`src/verilog/tcdm_cfg_pkg.sv`:
```
// Scratchpad geometry constants, imported by every TCDM module that needs bank or width sizes
`default_nettype none

package tcdm_cfg_pkg;

    // ----------------------------------------
    // Port and bank counts
    // ----------------------------------------

    // One bank per narrow port
    localparam int unsigned NumNarrowBanks = 8;
    localparam int unsigned NumWideBanks   = 2;

    // Banks covered by one wide port
    // Must also equal WideDataWidth / NarrowDataWidth, checked in the arbiter
    localparam int unsigned NarrowPerWide  = NumNarrowBanks / NumWideBanks;

    // ----------------------------------------
    // Word widths and bank depth
    // ----------------------------------------

    localparam int unsigned NarrowDataWidth = 32;
    localparam int unsigned WideDataWidth   = 128;

    // Bank-local word address, 64 words per bank
    localparam int unsigned BankAddrWidth = 6;
    localparam int unsigned BankDepth     = 2 ** BankAddrWidth;

endpackage

`default_nettype wire

```
`src/verilog/tcdm_port_pkg.sv`:
```
// Port-level types of the scratchpad, shared by the request mux, the banks and the gatherer
`default_nettype none

package tcdm_port_pkg;

    import tcdm_cfg_pkg::*;

    // One bank word
    typedef logic [NarrowDataWidth-1:0] narrow_word_t;

    // Word address inside one bank
    typedef logic [BankAddrWidth-1:0] bank_addr_t;

    // ----------------------------------------
    // Wide word, two views
    // ----------------------------------------

    // Lane k maps to bank group * NarrowPerWide + k, lane 0 in the low bits
    typedef union packed {
        logic [WideDataWidth-1:0]              flat;
        narrow_word_t [NarrowPerWide-1:0]      lane;
    } wide_word_u;

    // ----------------------------------------
    // Owner tag carried with each bank access
    // ----------------------------------------

    localparam logic OwnerNarrow = 1'b0;
    localparam logic OwnerWide   = 1'b1;

endpackage

`default_nettype wire

```
`src/verilog/response_gather.sv`:
```
// Routes bank read data to the narrow ports or assembles it into wide read words
`default_nettype none

module response_gather (
    // Only used by the lane check
    input  logic                                               clk_i,
    input  logic                                               rst_ni,

    // Bank responses
    input  logic [tcdm_cfg_pkg::NumNarrowBanks-1:0]            bank_rvalid_i,
    input  tcdm_port_pkg::narrow_word_t [tcdm_cfg_pkg::NumNarrowBanks-1:0] bank_rdata_i,
    input  logic [tcdm_cfg_pkg::NumNarrowBanks-1:0]            bank_rwide_i,

    // Narrow responses
    output logic [tcdm_cfg_pkg::NumNarrowBanks-1:0]            narrow_rvalid_o,
    output tcdm_port_pkg::narrow_word_t [tcdm_cfg_pkg::NumNarrowBanks-1:0] narrow_rdata_o,

    // Wide responses
    output logic [tcdm_cfg_pkg::NumWideBanks-1:0]              wide_rvalid_o,
    output logic [tcdm_cfg_pkg::NumWideBanks-1:0][tcdm_cfg_pkg::WideDataWidth-1:0] wide_rdata_o
);

    import tcdm_cfg_pkg::*;
    import tcdm_port_pkg::*;

    // Narrow side passes data straight through, valid only for narrow-owned reads
    always_comb begin
        for (int unsigned i = 0; i < NumNarrowBanks; i++) begin
            narrow_rvalid_o[i] = bank_rvalid_i[i] && (bank_rwide_i[i] == OwnerNarrow);
            narrow_rdata_o[i]  = bank_rdata_i[i];
        end
    end

    for (genvar g = 0; g < NumWideBanks; g++) begin : gen_group
        wide_word_u               rdata_u;
        logic [NarrowPerWide-1:0] lane_wide;

        // Merge the group's lanes into one wide word
        always_comb begin
            for (int unsigned k = 0; k < NarrowPerWide; k++) begin
                rdata_u.lane[k] = bank_rdata_i[g*NarrowPerWide + k];
                lane_wide[k]    = bank_rvalid_i[g*NarrowPerWide + k] &&
                                  (bank_rwide_i[g*NarrowPerWide + k] == OwnerWide);
            end
        end

        assign wide_rvalid_o[g] = &lane_wide;
        assign wide_rdata_o[g]  = rdata_u.flat;

        // A wide read hits all banks of its group in the same cycle
        assert property (@(posedge clk_i) disable iff (!rst_ni)
            (lane_wide == '0) || (lane_wide == '1))
            else $error("Wide group %0d returned a partial set of lanes", g);
    end

endmodule

`default_nettype wire

```
`config.mk`:
```
export PLATFORM = sky130hd
export DESIGN_NAME = response_gather
export DESIGN_NICKNAME = d
export VERILOG_FILES = /design/src/verilog/tcdm_cfg_pkg.sv /design/src/verilog/tcdm_port_pkg.sv /design/src/verilog/response_gather.sv
export SDC_FILE = /design/constraint.sdc
export NUM_CORES = 1
export LEC_CHECK = 0
export BUFFER_PORTS_ARGS = -buffer_cell sky130_fd_sc_hd__clkbuf_2
export CAP_MARGIN = 30
export CORE_AREA = 2 2 311 313
export DETAILED_ROUTE_END_ITERATION = 6
export DIE_AREA = 0 0 313 315
export GPL_TIMING_DRIVEN = 0
export PLACE_DENSITY = 0.3
export REMOVE_ABC_BUFFERS = 1
export SYNTH_ARGS = -nofsm -noshare
export SYNTH_HDL_FRONTEND = slang
export SYNTH_SLANG_ARGS = --single-unit
```
`constraint.sdc`:
```
create_clock -name vclk -period 0.8
set_input_delay 0 -clock vclk [all_inputs]
set_output_delay 0 -clock vclk [all_outputs]
set_load 0.02 [all_outputs]
```
# == After elaboration in Yosys (flattened, before gate mapping) ==
# Cells that the tools add are included.
# word_totals
elab_cells,26
out_inout_bits,522
ff_bits,0
# op_classes
n_reduce_logical,18
bitwise,8
# ops
operator,count
logical AND 1 bit,16
inverter 1 bit,8
AND reduction 4 bit,2

# == Depth between registers and ports, before layout ==
# depth
word_depth,2
depth_mapped,2
depth_no_buf,2

# == Least setup slack after synthesis ==
# OpenSTA, ideal clock, no wires.
# synth_timing
path_type,input port to output port
from,in bank_rvalid_i[3] in the netlist's numbering
to,out wide_rvalid_o[0] in the netlist's numbering
arrival_time_ns,0.384
n_path_buf,0
path_stages,2
setup_slack_ns,0.416
path_cell_list,nand4_1 > nor2_1
# synth_between
elab_chain_len,2
# synth_lines
item,line,text
start: declaration,response_gather.sv:10,"input logic [tcdm_cfg_pkg::NumNarrowBanks-1:0] bank_rvalid_i,"
logical AND 1 bit,response_gather.sv:42,lane_wide[k] = bank_rvalid_i[g*NarrowPerWide + k] &&
AND reduction 4 bit,response_gather.sv:47,assign wide_rvalid_o[g] = &lane_wide;
end: declaration,response_gather.sv:19,"output logic [tcdm_cfg_pkg::NumWideBanks-1:0] wide_rvalid_o,"
# No other way between the ends.

# == Worst setup path in the final report ==
# layout_timing
from,in bank_rwide_i[3] in the netlist's numbering
to,out wide_rvalid_o[0] in the netlist's numbering
# layout_between
elab_chain_len,2
# layout_lines
item,line,text
start: declaration,response_gather.sv:12,"input logic [tcdm_cfg_pkg::NumNarrowBanks-1:0] bank_rwide_i,"
logical AND 1 bit,response_gather.sv:42,
AND reduction 4 bit,response_gather.sv:47,
# No other way between the ends.

==> impl_metrics.csv <==
group,metric,value,unit
worst_setup_path,crit_family,"buffers and inverters",
timing,relSlewSlack,0.7879,
layout,fin_nets,316,
synth,synth_mux_area_frac,0,
worst_setup_path,critPathMaxStageDelay,0.31,ns
routing,drc,0,
clock_tree,holdBufCountCts,0,
clock_tree,cts_resized,0,
global_route,overflow,0,
routing,vias,2005,
worst_setup_path,path_common_cell,"clkbuf_2",
synth,synthAdderAreaFrac,0,
timing,setup_viol,0,
layout,layout-drive-gt1-share,0.6750,
layout,nClkBuffers,0,
floorplan,core_area,95710,sq um
global_route,globalRouteMet2Util,0.5093,
routing,vias_per_cell,1.524,
layout,seq_cells,0,
min_path,hold_path_depth,0,
clock_tree,cts_setup_buffers,0,
worst_setup_path,critical_path_class,"in -> out",
global_route,grtUsageMet1,0.07125,
global_route,grt_pass1_vias,1108,
timing,finalCritPeriodShare,0.7387,
layout,final_util,0.01896,
synth,yosysSeqAreaShare,0,
worst_setup_path,arrival,0.59,ns
global_route,antenna_found_initial,0,
synth,synth_simple_gate_area_frac,0.02228,
floorplan,fp.dieArea,98600,sq um
pwr,p_leak,0.1409,nW
global_route,grt_max_degree,3,
routing,wire_per_inst,104.3,um
timing,hold_viol,0,
global_route,track_usage,0.2682,
worst_setup_path,path_cells,"clkbuf_2 -> nand4_1 -> nor2_1 -> clkbuf_2",
global_route,use_met3,0.3779,
routing,wirelength,137300,um
place,io_buffers,26,
global_route,grt.busiest_layer,"met2",
layout,n_fill_cell,11420,
routing,drt_iter0_markers,341,
layout,diodes,0,
layout,regArea,0,sq um
layout,syn_to_final_growth,-53.85,%
synth,synth_common_cells,"buf_4 (512), nor2b_1 (5), nand4_1 (4)",
timing,drv_slew,0,
timing,rsz0062_at_grt,"no",
synth,syn_area,3931,sq um
synth,synth-compound-area-share,0,
synth,ys_warn_count,0,
worst_setup_path,cp.required,0.80,ns
synth,avgSynthCellArea,7.474,sq um
routing,antenna_left,0,
worst_setup_path,crit_slowest_cell,"clkbuf_2",
synth,synthTopCellsByArea,"buf_4 (98%), nor2b_1 (0.80%), nand4_1 (0.64%)",
min_path,worst_hold_path_type,"in -> out",
global_route,grt_pass1_wl,140900,um
floorplan,die_h,315,um
timing,fin_setup_tns,0,ns
worst_setup_path,setup.worst_path.start_class,"input pin",
timing,tightestPinTransition,0.3195,ns
worst_setup_path,critPathMaxFanout,2,
synth,synth_xor_area_frac,0,
worst_setup_path,crit_start,"bank_rwide_i[3]",
floorplan,die_width,313,um
timing,whs,0.002326,ns
pwr,peakVddDrop,0.00007704,V
floorplan,initial_core_util,0.04108,
synth,yosysMostFrequentCell,"buf_4",
timing,min_period,0.5910,ns
floorplan,pin_count,796,
synth,postSynthCellCount,526,
synth,synth_area_leader_cell,"buf_4",
min_path,worstHoldStart,"bank_rdata_i[38]",
place,place_congestion,0.7781,
status,status,"completed",
synth,synthDistinctLibCells,6,
pwr,power.density,62.92,nW/um^2
timing,fmax,1.692,GHz
routing,dr.pass1.iters,4,
floorplan,row_count,114,
synth,yosys.area.top_type_share,0.9777,
min_path,hold_end,"narrow_rdata_o[38]",
synth,synth_top_family_by_area,"buffers and inverters",
worst_setup_path,cp-end-kind,"primary output",
job,maxCapViolCount,0,
worst_setup_path,timing.critical_path.buf_inv,2,
## worst max-delay path by stage
| stage | depth (start not counted) | slack [ns] | to |
|---|---|---|---|
| finish | 4 | 0.21 | wide_rvalid_o[0] |
| global route | 4 | 0.06 | wide_rvalid_o[0] |
| CTS | 4 | 0.15 | wide_rvalid_o[0] |
| detailed placement | 4 | 0.16 | wide_rvalid_o[0] |
| global placement | 4 | 0.15 | wide_rvalid_o[0] |
| floorplan | 2 | 0.42 | wide_rvalid_o[0] |
## per-stage QoR
stage	total power [mW]	setup WS [ns]	std cells	cell area, sq um
floorplan	0.04902	0.4155	14	87.58
global placement	0.1166	0.1541	1316	1814
detailed placement	0.1152	0.1556	1316	1814
CTS	0.1156	0.1509	1316	1814
global route	0.1252	0.06491	1316	1814
finish	0.1142	0.2090	1316	1814
## where the power goes
group / total [mW] / switching [mW] / internal [mW] / leakage [nW]
Combinational: 0.114 / 0.0587 / 0.0555 / 0.141
Sequential: 0 / 0 / 0 / 0
Clock: 0 / 0 / 0 / 0
Total: 0.114 / 0.0587 / 0.0555 / 0.141
## layout by cell type (no fill, tap or decap), drive strengths merged
cell	n
nor2b	5
and2b	3
clkbuf	26
nor2	2
nand4	4
## routing by layer
layer | part of all wire | vias up | wire (um)
met5 | 0.010 | - | 1405
met4 | 0.066 | 23 | 9060
met3 | 0.29 | 151 | 40340
met2 | 0.53 | 1169 | 73070
met1 | 0.098 | 560 | 13430
li1 | - | 102 | -
## kinds of logic after synthesis
logic type / count (synthesis)
simple gates: 14
buf+inv: 512
## area by class of cell
| class | count | area (sq um) | area share |
|---|---|---|---|
| timing repair buffer | 26 | 130.1 | 0.07172 |
| tap | 1276 | 1597 | 0.8800 |
| multi-input combinational | 14 | 87.58 | 0.04828 |
No activity file was read; power rests on OpenSTA's default activity.
