**config.mk**
```make
export PLATFORM = sky130hd
export DESIGN_NAME = bank_request_mux
export DESIGN_NICKNAME = d
export VERILOG_FILES = /design/src/verilog/tcdm_cfg_pkg.sv /design/src/verilog/tcdm_port_pkg.sv /design/src/verilog/bank_request_mux.sv
export SDC_FILE = /design/constraint.sdc
export NUM_CORES = 1
export LEC_CHECK = 0
export BUFFER_PORTS_ARGS = -buffer_cell sky130_fd_sc_hd__buf_2
export CAP_MARGIN = 20
export CORE_AREA = 2 2 358 360
export DETAILED_ROUTE_END_ITERATION = 10
export DIE_AREA = 0 0 360 362
export PLACE_DENSITY = 0.3
export SLEW_MARGIN = 10
export SYNTH_ARGS = -nofsm -noshare
export SYNTH_HDL_FRONTEND = slang
export SYNTH_SLANG_ARGS = --single-unit
```
**constraint.sdc**
```tcl
create_clock -name vclk -period 1.2
set_clock_uncertainty 0.05 [all_clocks]
set_input_delay 0.12 -clock vclk [all_inputs]
set_output_delay 0.12 -clock vclk [all_outputs]
set_load 0.01 [all_outputs]
```
**src/verilog/tcdm_cfg_pkg.sv**
```systemverilog
// Scratchpad geometry constants, imported by every TCDM module that needs bank or width sizes
`default_nettype none

package tcdm_cfg_pkg;

    // ----------------------------------------
    // Port and bank counts
    // ----------------------------------------

    // One bank per narrow port
    localparam int unsigned NumNarrowBanks = 8;
    localparam int unsigned NumWideBanks   = 2;

    // Banks covered by one wide port
    // Must also equal WideDataWidth / NarrowDataWidth, checked in the arbiter
    localparam int unsigned NarrowPerWide  = NumNarrowBanks / NumWideBanks;

    // ----------------------------------------
    // Word widths and bank depth
    // ----------------------------------------

    localparam int unsigned NarrowDataWidth = 32;
    localparam int unsigned WideDataWidth   = 128;

    // Bank-local word address, 64 words per bank
    localparam int unsigned BankAddrWidth = 6;
    localparam int unsigned BankDepth     = 2 ** BankAddrWidth;

endpackage

`default_nettype wire

```
**src/verilog/tcdm_port_pkg.sv**
```systemverilog
// Port-level types of the scratchpad, shared by the request mux, the banks and the gatherer
`default_nettype none

package tcdm_port_pkg;

    import tcdm_cfg_pkg::*;

    // One bank word
    typedef logic [NarrowDataWidth-1:0] narrow_word_t;

    // Word address inside one bank
    typedef logic [BankAddrWidth-1:0] bank_addr_t;

    // ----------------------------------------
    // Wide word, two views
    // ----------------------------------------

    // Lane k maps to bank group * NarrowPerWide + k, lane 0 in the low bits
    typedef union packed {
        logic [WideDataWidth-1:0]              flat;
        narrow_word_t [NarrowPerWide-1:0]      lane;
    } wide_word_u;

    // ----------------------------------------
    // Owner tag carried with each bank access
    // ----------------------------------------

    localparam logic OwnerNarrow = 1'b0;
    localparam logic OwnerWide   = 1'b1;

endpackage

`default_nettype wire

```
**src/verilog/bank_request_mux.sv**
```systemverilog
// Per-bank selection of the granted narrow request or the owning wide port's lane
`default_nettype none

module bank_request_mux (
    // Only used by the grant check
    input  logic                                               clk_i,
    input  logic                                               rst_ni,

    // Narrow requests
    input  logic [tcdm_cfg_pkg::NumNarrowBanks-1:0]            narrow_valid_i,
    input  logic [tcdm_cfg_pkg::NumNarrowBanks-1:0]            narrow_ready_i,
    input  logic [tcdm_cfg_pkg::NumNarrowBanks-1:0]            narrow_we_i,
    input  tcdm_port_pkg::bank_addr_t [tcdm_cfg_pkg::NumNarrowBanks-1:0]   narrow_addr_i,
    input  tcdm_port_pkg::narrow_word_t [tcdm_cfg_pkg::NumNarrowBanks-1:0] narrow_wdata_i,

    // Wide requests
    input  logic [tcdm_cfg_pkg::NumWideBanks-1:0]              wide_valid_i,
    input  logic [tcdm_cfg_pkg::NumWideBanks-1:0]              wide_ready_i,
    input  logic [tcdm_cfg_pkg::NumWideBanks-1:0]              wide_we_i,
    input  tcdm_port_pkg::bank_addr_t [tcdm_cfg_pkg::NumWideBanks-1:0]     wide_addr_i,
    input  logic [tcdm_cfg_pkg::NumWideBanks-1:0][tcdm_cfg_pkg::WideDataWidth-1:0] wide_wdata_i,

    // Bank requests
    output logic [tcdm_cfg_pkg::NumNarrowBanks-1:0]            bank_req_o,
    output logic [tcdm_cfg_pkg::NumNarrowBanks-1:0]            bank_we_o,
    output tcdm_port_pkg::bank_addr_t [tcdm_cfg_pkg::NumNarrowBanks-1:0]   bank_addr_o,
    output tcdm_port_pkg::narrow_word_t [tcdm_cfg_pkg::NumNarrowBanks-1:0] bank_wdata_o,
    output logic [tcdm_cfg_pkg::NumNarrowBanks-1:0]            bank_wide_o
);

    import tcdm_cfg_pkg::*;
    import tcdm_port_pkg::*;

    logic [NumNarrowBanks-1:0] narrow_gnt;
    logic [NumWideBanks-1:0]   wide_gnt;

    assign narrow_gnt = narrow_valid_i & narrow_ready_i;
    assign wide_gnt   = wide_valid_i & wide_ready_i;

    for (genvar g = 0; g < NumWideBanks; g++) begin : gen_group
        // Wide write data split into bank lanes
        wide_word_u wdata_u;

        assign wdata_u.flat = wide_wdata_i[g];

        for (genvar k = 0; k < NarrowPerWide; k++) begin : gen_lane
            localparam int unsigned Bank = g * NarrowPerWide + k;

            // Narrow grant takes the bank, else the wide lane
            assign bank_req_o[Bank]   = narrow_gnt[Bank] | wide_gnt[g];
            assign bank_we_o[Bank]    = narrow_gnt[Bank] ? narrow_we_i[Bank] : wide_we_i[g];
            assign bank_addr_o[Bank]  = narrow_gnt[Bank] ? narrow_addr_i[Bank] : wide_addr_i[g];
            assign bank_wdata_o[Bank] = narrow_gnt[Bank] ? narrow_wdata_i[Bank] : wdata_u.lane[k];
            assign bank_wide_o[Bank]  = narrow_gnt[Bank] ? OwnerNarrow : OwnerWide;

            // The arbiter must never hand one bank to both sides
            assert property (@(posedge clk_i) disable iff (!rst_ni)
                !(narrow_gnt[Bank] && wide_gnt[g]))
                else $error("Bank %0d granted to narrow and wide at once", Bank);
        end
    end

endmodule

`default_nettype wire

```
==> Word-level counts from Yosys, hierarchy flattened <==
Cells that the tools add are included.
{ "totals": {"regBits": 0, "latchBits": 0, "ram_bits": 0, "mem_bits_ro": 0, "out_inout_bits": 328, "memories": 0} }
{ "op_classes": {"addsub": 0, "multipliers": 0, "div": 0, "magnitude_cmp": 0, "eq_ne": 0, "shift": 0, "n_mux": 32, "n_bitwise": 10, "reduce_logical": 0} }
{ "op_table": {"columns": ["cell", "count"], "rows": [
  ["32-bit two-way mux", 8],
  ["6-bit two-way mux", 8],
  ["1-bit two-way mux", 16],
  ["8-bit bitwise AND", 1],
  ["1-bit bitwise OR", 8],
  ["2-bit bitwise AND", 1]
]} }

==> Depth between registers and ports, before layout <==
{ "logic_depth": {"ltp_word": 2, "mapped_depth": 3, "ltp_nobuf": 2} }

==> Least setup slack after synthesis <==
OpenSTA, ideal clock, no wires.
{ "synth_path": {"path_kind": "input -> output", "startpoint": "input narrow_valid_i[3] (netlist name)", "endpoint": "output bank_wdata_o[119] (netlist name)", "arrival_time_ns": 0.753, "required_ns": 1.030, "slack_ns": 0.277, "cell_stages": 3, "path_buffers": 1, "path_cell_list": "nand2_2 buf_6 mux2_2"} }
{ "synth_rtl": {"columns": ["item", "line", "source"], "rows": [
  ["from (decl)", "bank_request_mux.sv:10", "input logic [tcdm_cfg_pkg::NumNarrowBanks-1:0] narrow_valid_i,"],
  ["to (decl)", "bank_request_mux.sv:27", "output tcdm_port_pkg::narrow_word_t [tcdm_cfg_pkg::NumNarrowBanks-1:0] bank_wdata_o,"]
]} }

==> reports/qor.csv <==
stage;metric;value;unit
status;run status;complete, but fails checks;
status;failing checks;negative setup slack;
detailed_routing;Pre-Repair DR Iteration Count;4;
layout;FFs & Latches;0;
sta;Worst slew margin;74.1;%
layout;# clk buffers;0;
placement;IO buf count;930;
sta;Max Fclk;828;MHz
power_and_ir_drop;maximum VDD drop;0.135;mV
global_routing;GRT Total Usage;8.16;%
setup_path;Critical Path End Type;primary output;
sta;final worst slack;-0.00713;ns
flow_run;max cap viols;0;
layout;Multi-input gate area;4190;sq um
layout;area grow syn2layout;184;%
global_routing;total congestion overflow;0;
sta;Setup-failing EPs final;5;
yosys;Mapped Nets;966;
yosys;Post-Syn Instances;362;
detailed_routing;Via-to-Cell Ratio;2.46;
floorplan;std cell rows;131;
global_routing;largest net degree at the start of global routing;22;
sta;RSZ-0062 raised after global routing;yes;
placement;RePlAce Congestion;0.833;
setup_path;startpoint types;input port;
detailed_routing;Total Routed Length;58.6;mm
yosys;post-synthesis sequential area ratio;0;%
yosys;commonest cells in the netlist;221 x mux2_2, 86 x mux2_4, 32 x buf_6;
yosys;post-synth top area share;58.1;%
yosys;YS warnings;0;
detailed_routing;Routed WL per cell;19.7;um
yosys;Post-Syn Area;4280;sq um
yosys;post-synth top area cell;mux2_2;
sta;Tmin final;1.21;ns
floorplan;Initial Utilization;3.38;%
layout;fillcell total;14828;
floorplan;Die Y;362;um
floorplan;die area;130000;sq um
detailed_routing;DR vias;7335;
detailed_routing;Residual DRC;0;
power_and_ir_drop;P_leak;6.19;nW
yosys;Unique masters post-synth;6;
placement;Post-DP HPWL;53.6;mm
yosys;synth top area cells;mux2_2 58%, mux2_4 30%, buf_6 8.4%;
setup_path;Data required, critical path;1.03;ns
worst_hold_path;hold crit path type;input port to primary output;
yosys;syn_area_per_cell;11.8;sq um
sta;Sum Neg Setup Slack;-0.0115;ns
global_routing;number of global-route vias before repair;7298;
layout;fin nets;1909;
setup_path;WP data arrival;1.04;ns
power_and_ir_drop;pwr dens;398;nW/um^2
global_routing;first-pass GRT wire length;70.9;mm
layout;layout cells sized above 1;98.8;%
yosys;top-count cell post-synth;mux2_2;
sta;Least-Margin Pin Slew;0.388;ns
setup_path;Crit Path Category;input port to primary output;
sta;period utilization;101;%
detailed_routing;DR iter-0 viols;314;
detailed_routing;Final ANT Viol Nets;0;
setup_path;critical path peak fanout;5;
sta;fin. max-slew vios;0;
floorplan;# IOs;932;
layout;area taken by flip-flops and latches;0;sq um
floorplan;core area;127000;sq um
global_routing;initial antenna violation count;75;
floorplan;die width;360;um
sta;minimum hold slack;0.487;ns
sta;Fin. Hold Viols;0;
clock_network;Post-CTS Hold Buffers;0;
==> placed cells by master, fill, tap and decap left out <==
cell,n
buf_6,58
diode_2,13
buf_12,18
mux2_4,132
mux2_2,175
nand2_1,10
clkbuf_16,5
nand2_8,6
buf_2,867
mux2_1,5
buf_16,6
buf_4,11
buf_8,8
nand2_4,2
==> metrics by stage <==
| stage | utilization [%] | total power, mW | cell area (sq um) | std cells | setup WS, ns |
|---|---|---|---|---|---|
| CTS | 9.30 | 4.70 | 11800 | 2958 | -0.0775 |
| detailed placement | 8.72 | 4.30 | 11000 | 2949 | -0.147 |
| global placement | 8.72 | 4.32 | 11000 | 2949 | -0.138 |
| finish | 9.59 | 4.83 | 12100 | 2978 | -0.00713 |
| floorplan | - | 1.87 | 4280 | 362 | 0.277 |
| global route | 9.56 | 5.08 | 12100 | 2966 | -0.0316 |
==> worst paths after layout <==
path,start,cells past startpoint,endpoint,slack [ns]
max,narrow_valid_i[6],6,bank_wdata_o[222],-0.007
min,narrow_wdata_i[206],3,bank_wdata_o[206],0.49
==> power breakdown <==
part / total, mW / switching (mW) / internal (mW)
clock: 0.00000153 / 0 / 0.00000153
sequential: 0 / 0 / 0
combinational: 4.83 / 2.18 / 2.65
total: 4.83 / 2.18 / 2.65
==> per-layer routing <==
metal  GRT usage (%)  part of all wire (%)  vias to the layer above
met5               0                  0.76                        -
met4           0.264                  0.44                       64
met3            5.54                    16                       78
met2            11.1                    39                      490
met1            10.9                    43                     3421
li1                -                     -                     3282
==> cells by family (layout without fill, tap and decap cells) <==
kind of cell           after synthesis  after routing  synth area share [%]
AND/OR/NAND/NOR                     18             18                  2.04
buffers and inverters               32            973                  8.41
multiplexers                       312            312                  89.5
other                                0             13                     0
==> critical path: stages <==
cell     delay (ns)
buf_8          0.10
nand2_8        0.11
buf_12         0.12
buf_16         0.13
mux2_4         0.29
buf_2          0.15
==> layout make-up <==
cell class	count	area share, %
Timing Repair Buffer	973	48.1
Tap cell	1662	17.1
Multi-Input combinational cell	330	34.5
Antenna cell	13	0.268
==> repair_timing <==
item                       CTS  global route
gates cloned                 6             6
setup buffers                3             3
pin swaps                    4             4
setup endpoints to repair  242           145
resized for setup          121            48
Note: power is estimated with default switching activity, not from simulation.
