### src/verilog/tcdm_cfg_pkg.sv
// Scratchpad geometry constants, imported by every TCDM module that needs bank or width sizes
`default_nettype none

package tcdm_cfg_pkg;

    // ----------------------------------------
    // Port and bank counts
    // ----------------------------------------

    // One bank per narrow port
    localparam int unsigned NumNarrowBanks = 8;
    localparam int unsigned NumWideBanks   = 2;

    // Banks covered by one wide port
    // Must also equal WideDataWidth / NarrowDataWidth, checked in the arbiter
    localparam int unsigned NarrowPerWide  = NumNarrowBanks / NumWideBanks;

    // ----------------------------------------
    // Word widths and bank depth
    // ----------------------------------------

    localparam int unsigned NarrowDataWidth = 32;
    localparam int unsigned WideDataWidth   = 128;

    // Bank-local word address, 64 words per bank
    localparam int unsigned BankAddrWidth = 6;
    localparam int unsigned BankDepth     = 2 ** BankAddrWidth;

endpackage

`default_nettype wire

### src/verilog/tcdm_port_pkg.sv
// Port-level types of the scratchpad, shared by the request mux, the banks and the gatherer
`default_nettype none

package tcdm_port_pkg;

    import tcdm_cfg_pkg::*;

    // One bank word
    typedef logic [NarrowDataWidth-1:0] narrow_word_t;

    // Word address inside one bank
    typedef logic [BankAddrWidth-1:0] bank_addr_t;

    // ----------------------------------------
    // Wide word, two views
    // ----------------------------------------

    // Lane k maps to bank group * NarrowPerWide + k, lane 0 in the low bits
    typedef union packed {
        logic [WideDataWidth-1:0]              flat;
        narrow_word_t [NarrowPerWide-1:0]      lane;
    } wide_word_u;

    // ----------------------------------------
    // Owner tag carried with each bank access
    // ----------------------------------------

    localparam logic OwnerNarrow = 1'b0;
    localparam logic OwnerWide   = 1'b1;

endpackage

`default_nettype wire

### src/verilog/sram_bank.sv
// One single-port scratchpad bank with one-cycle read latency and an echoed owner tag
`default_nettype none

module sram_bank (
    input  logic                       clk_i,
    input  logic                       rst_ni,

    // Request
    input  logic                       req_i,
    input  logic                       we_i,
    input  tcdm_port_pkg::bank_addr_t  addr_i,
    input  tcdm_port_pkg::narrow_word_t wdata_i,
    input  logic                       wide_i,

    // Read response, one cycle after the request
    output logic                       rvalid_o,
    output tcdm_port_pkg::narrow_word_t rdata_o,
    output logic                       rwide_o
);

    import tcdm_cfg_pkg::*;
    import tcdm_port_pkg::*;

    narrow_word_t mem_q [BankDepth];
    narrow_word_t rdata_q;
    logic         rvalid_q;
    logic         rwide_q;

    // Storage and read data path
    always_ff @(posedge clk_i) begin
        if (req_i && we_i) begin
            mem_q[addr_i] <= wdata_i;
        end
        if (req_i && !we_i) begin
            rdata_q <= mem_q[addr_i];
            rwide_q <= wide_i;
        end
    end

    always_ff @(posedge clk_i or negedge rst_ni) begin
        if (!rst_ni) begin
            rvalid_q <= 1'b0;
        end else begin
            rvalid_q <= req_i && !we_i;
        end
    end

    assign rvalid_o = rvalid_q;
    assign rdata_o  = rdata_q;
    assign rwide_o  = rwide_q;

endmodule

`default_nettype wire

### config.mk
export PLATFORM = sky130hd
export DESIGN_NAME = sram_bank
export DESIGN_NICKNAME = d
export VERILOG_FILES = /design/src/verilog/tcdm_cfg_pkg.sv /design/src/verilog/tcdm_port_pkg.sv /design/src/verilog/sram_bank.sv
export SDC_FILE = /design/constraint.sdc
export NUM_CORES = 2
export LEC_CHECK = 0
export BUFFER_PORTS_ARGS = -buffer_cell sky130_fd_sc_hd__buf_2
export CAP_MARGIN = 25
export CORE_MARGIN = 1
export CORE_UTILIZATION = 40
export DETAILED_ROUTE_END_ITERATION = 12
export GPL_ROUTABILITY_DRIVEN = 0
export PLACE_DENSITY = 0.54
export REMOVE_ABC_BUFFERS = 1
export SYNTH_ARGS = -nofsm -noshare
export SYNTH_HDL_FRONTEND = slang
export SYNTH_SLANG_ARGS = --single-unit
### constraint.sdc
create_clock -name clk_i -period 2.7 [get_ports clk_i]
set_input_delay 0.54 -clock clk_i [delete_from_list [all_inputs] [get_ports clk_i]]
set_output_delay 0.54 -clock clk_i [all_outputs]
set_load 0.05 [all_outputs]
# Yosys cells after proc, flatten, opt, wreduce, memory -nomap -nowiden

Memories as Yosys holds them, arrays and structs flattened. A register that Yosys moved wholly into a read port is not among the register bits.
Index checks and enable logic that the tools add are counted.

Reduce and logical (&&, ||, !) cells: 3
Muxes and demuxes: 2

Operator list:

| kind                | count |
|---|---|
| $logic_and A1 B1 Y1 | 2 |
| $mux W1             | 2 |
| $logic_not A1 Y1    | 1 |

Bits in writable memories: 2048
Memories: 1
Word-level logic and storage cells: 8
Bits in registers: 2
Input port bits: 43

Memory list:

| memory | depth | width | read ports | clocked after Yosys merged registers in | wr ports | line            | RTL |
|---|---|---|---|---|---|---|---|
| mem_q  | 64    | 32    | 1          | 1                                       | 1        | sram_bank.sv:24 | `narrow_word_t mem_q [BankDepth];` |

# Depth between registers and ports, before layout

Depth in word-level cells: 3
Gate-level depth with buffers: 12
Mapped depth without buffers: 6

# Worst setup path after synthesis

No wires, ideal clock.

Path type: input port to flip-flop
Start: input addr_i[2]
End: memory mem_q[15][0] (netlist name), enable pin
Path buffers: 6
Arrival: 3.492 ns
Setup slack: -1.214 ns
Stages: 9
Library setup time: 0.421 ns
Path through: buf_6 > buf_4 > buf_4 > buf_2 > buf_2 > clkbuf_1 > and3_1 > nand2_1 > nor2_1

RTL lines:

| element     | line            | RTL |
|---|---|---|
| from (decl) | sram_bank.sv:11 | `input tcdm_port_pkg::bank_addr_t addr_i,` |
| to (decl)   | sram_bank.sv:24 |  |

No word-level cell before the write port.

==> run_results.csv <==
group,metric,value,unit
logic_synthesis,synth_edf_count,2081,
drt,drt_pre_antenna_iters,5,
timing,min_period,2.706,ns
critical_path,worstPathCellList,"buf_8, buf_4, buf_12, inv_2, nor2_4, buf_4, a22oi_1, a31oi_1, or4_1, or3_1",
power,power.sequential.fraction,52.6,%
power,power.static_leakage,0.03133,uW
global_route,grt_max_degree,65,
logic_synthesis,synth.ff_latch_count,2082,
critical_path,arrival,3.27,ns
power,p_int,52770,uW
drt,totalWireLength,260100,um
logic_synthesis,netlist_instances,4438,
die,die_area,0.1982,mm2
clock_network,path_clk_slew,0.06,ns
logic_synthesis,ys_top_cells_by_area,"edfxtp_1, a22oi_1, mux2i_1, o22ai_1, a221oi_1",
critical_path,reg2reg_setup_slack,0.19,ns
timing,finalSetupViolCount,1,
power,switchingPower,15260,uW
die,die_y,445.1,um
die,io_pins,77,
place,hpwl,167200,um
critical_path,critPathMaxStageDelay,0.60,ns
logic_synthesis,postSynthAreaPerCell,17.70,um2
worst_hold_path,hp-class,"primary input to flip-flop",
clock_network,clock_path_buffers,3,
timing,tightestPinTransition,0.8753,ns
final_layout,fill_cells,16330,
logic_synthesis,ys_warn_count,0,
logic_synthesis,yosysUniqueCellTypes,55,
job,cap_violations,0,
final_layout,design_area,0.09595,mm2
timing,fin_tns_setup,-0.005908,ns
critical_path,reg2reg_to,"rdata_o[24]$_DFFE_PP_",
drt,drc,0,
critical_path,reg2reg_from,"mem_q[10][24]$_DFFE_PP_",
critical_path,startpoint,"addr_i[2]",
critical_path,crit_required,3.27,ns
final_layout,num-nets-final,5153,
drt,antenna_left,0,
critical_path,crit_type,"primary input to flip-flop",
critical_path,crit_path_frequent_cell,"buf_4",
timing,timing_hold_violations_final,0,
power,swShare,22.43,%
timing,slew_headroom,41.65,%
power,clock_power_share,40.8,%
clock_network,clock_latency,0.85,ns
clock_network,cts_made_buffers,209,
timing,setup_ws,-0.005908,ns
drt,vias,47430,
timing,fin_crit_sh,100.2,%
drt,wl_per_cell,32.88,um
global_route,overflow,0,
critical_path,slowest_stage,"or4_1",
critical_path,r2r_cells,5,
critical_path,start_kind,"primary input",
logic_synthesis,synth_top_area_cell,"edfxtp_1",
logic_synthesis,syn_area,0.07855,mm2
final_layout,area_growth,22.15,%
die,rows,162,
clock_network,htreeDepth,4,
timing,fin_skew,0.03171,ns
global_route,antenna_found_initial,28,
status,violations,"setup timing",
die,start_util,40.28,%
global_route,grt_pass1_wl,360200,um
drt,viasPerCell,5.994,
place,placed_cell_area,0.08938,mm2
timing,rsz0062_at_grt,"false",
final_layout,drive_gt1_share,23.65,%
global_route,grt_pass1_vias,45820,
critical_path,worstSetupEndpoint,"rdata_o[24]$_DFFE_PP_",
die,dieWidth,445.1,um
logic_synthesis,synth_top_cell_area_share,79.55,%
critical_path,cp-end-kind,"flip-flop",
clock_network,cts_root_buffer,"clkbuf_16",
timing,slew_viol_final,0,
timing,holdWs,0.1539,ns
logic_synthesis,synth_ff_type,"edfxtp_1",
clock_network,cts_tree,"yes",
critical_path,critPathMaxFanout,29,
timing,fmax,369.6,MHz
power,powerDensity,709.0,mW/mm2
logic_synthesis,async_flop_share,0.04803,%
global_route,grt_usage,25.89,%
power,vdd_drop_max,0.7240,mV
logic_synthesis,ys_seq_area_share,79.58,%
status,run_status,"complete, but fails checks",
die,core_area,0.1950,mm2
place,portBuffers,76,
clock_network,numClockSinks,2082,
power,pwr-share-comb,6.5,%
drt,first_iter_violations,5975,
==> how the worst min path moves through the flow <==
stage,from,end,slack (ns),depth (start not counted)
finish,wdata_i[30],mem_q[23][30]$_DFFE_PP_,0.15,1
global route,wdata_i[30],mem_q[17][30]$_DFFE_PP_,0.13,1
CTS,wdata_i[30],mem_q[17][30]$_DFFE_PP_,0.12,1
detailed placement,rst_ni,rvalid_o$_DFF_PN0_,0.32,1
global placement,rst_ni,rvalid_o$_DFF_PN0_,0.31,1
floorplan,rst_ni,rvalid_o$_DFF_PN0_,0.24,0
==> state kept, by name, indices dropped and copies added (netlist names) <==
name,flops
rwide_o,1
mem_q,2048
rdata_o,32
rvalid_o,1
==> layer usage <==
layer  track usage (%)  vias to the layer above  share of wire [%]
li1                  -                    19900                  -
met1             35.86                    24820                 41
met2             40.69                     2285                 47
met3             5.220                      411                9.3
met4             8.913                       12                3.6
met5                 0                        -              0.033
==> power by group through the flow <==
stage	Clock, uW	Combinational (uW)	Sequential [uW]
after CTS	28200	4410	35800
after global placement	0	4350	36500
after detailed placement	0	4390	36500
after global routing	29300	4620	35800
after floorplan	0	1370	36600
final	27800	4430	35800
==> critical path, delay by kind of cell <==
kind | cells | cell delay, ns
and+or+nand+nor | 3 | 1.25
buffers and inverters | 5 | 1.05
AOI/OAI and AO/OA | 2 | 0.35
==> cell usage after synthesis (all sizes together) (21+ instances only) <==
| library cell | n |
|---|---|
| buf | 128 |
| clkbuf | 201 |
| o221ai | 21 |
| nand2 | 119 |
| o22a | 30 |
| a22oi | 477 |
| nor3 | 49 |
| a221oi | 171 |
| a31oi | 44 |
| or3 | 30 |
| mux2i | 242 |
| a22o | 29 |
| o22ai | 238 |
| nor2 | 155 |
| edfxtp | 2081 |
| mux2 | 72 |
| a21oi | 70 |
| o21ai | 97 |
==> what timing repair did <==
item                                   in CTS  in global routing
pin swaps                                   1                  0
hold buffers                                3                  0
endpoints found under the hold margin       2                  0
gates resized for setup                     5                  5
setup buffers                               1                  0
setup endpoints to repair                   4                  5
==> logic make-up (layout without fill, tap and decap cells) <==
| logic type | after synthesis | after routing | synth area share, % |
|---|---|---|---|
| buffers and inverters | 332 | 1171 | 1.795 |
| multiplexers | 322 | 322 | 4.345 |
| AO/OA/AOI/OAI | 1283 | 1283 | 11.84 |
| AND/OR/NAND/NOR | 419 | 419 | 2.434 |
| other | 0 | 11 | 0 |
| flip-flops | 2082 | 2082 | 79.58 |
==> area by class of cell <==
type | count | area (um2) | area share [%]
Tap cell | 2624 | 3283 | 3.422
Multi-Input combinational cell | 2024 | 15250 | 15.89
Antenna cell | 11 | 27.53 | 0.02869
Timing Repair Buffer | 790 | 8422 | 8.777
Clock inverter | 116 | 950.9 | 0.9910
Clock buffer | 262 | 5493 | 5.724
Inverter | 3 | 13.76 | 0.01434
Sequential cell | 2082 | 62520 | 65.15
==> cells in the final DEF (no fill, tap or decap), types with 37 or more instances in the layout <==
master     synthesis  routed
a21oi_1           70      70
a221oi_1         166     166
a22oi_1          477     477
a31oi_1           44      44
buf_12             0     211
buf_2             59      73
buf_4              8     499
clkbuf_1         201      50
clkbuf_16          0     212
clkinv_1           2      50
clkinv_2           0      37
edfxtp_1        2081    2081
mux2_2            72      72
mux2i_1          242     242
nand2_1          117     115
nor2_1           155      84
nor2_4             0      69
nor3_1            49      48
o21ai_0           97      93
o22ai_1          238     238
==> metrics by stage <==
step	instances	utilization, %	worst slack (ns)	total power (uW)
after global placement	7515	45.82	-1.111	40840
after CTS	7900	49.18	0.01663	68380
after detailed placement	7518	45.84	-0.9853	40880
after global routing	7902	49.20	0.01480	69750
after floorplan	4109	-	-6.105	37930
final	7912	49.21	-0.005908	68030
No activity file was read; power rests on OpenSTA's default activity.
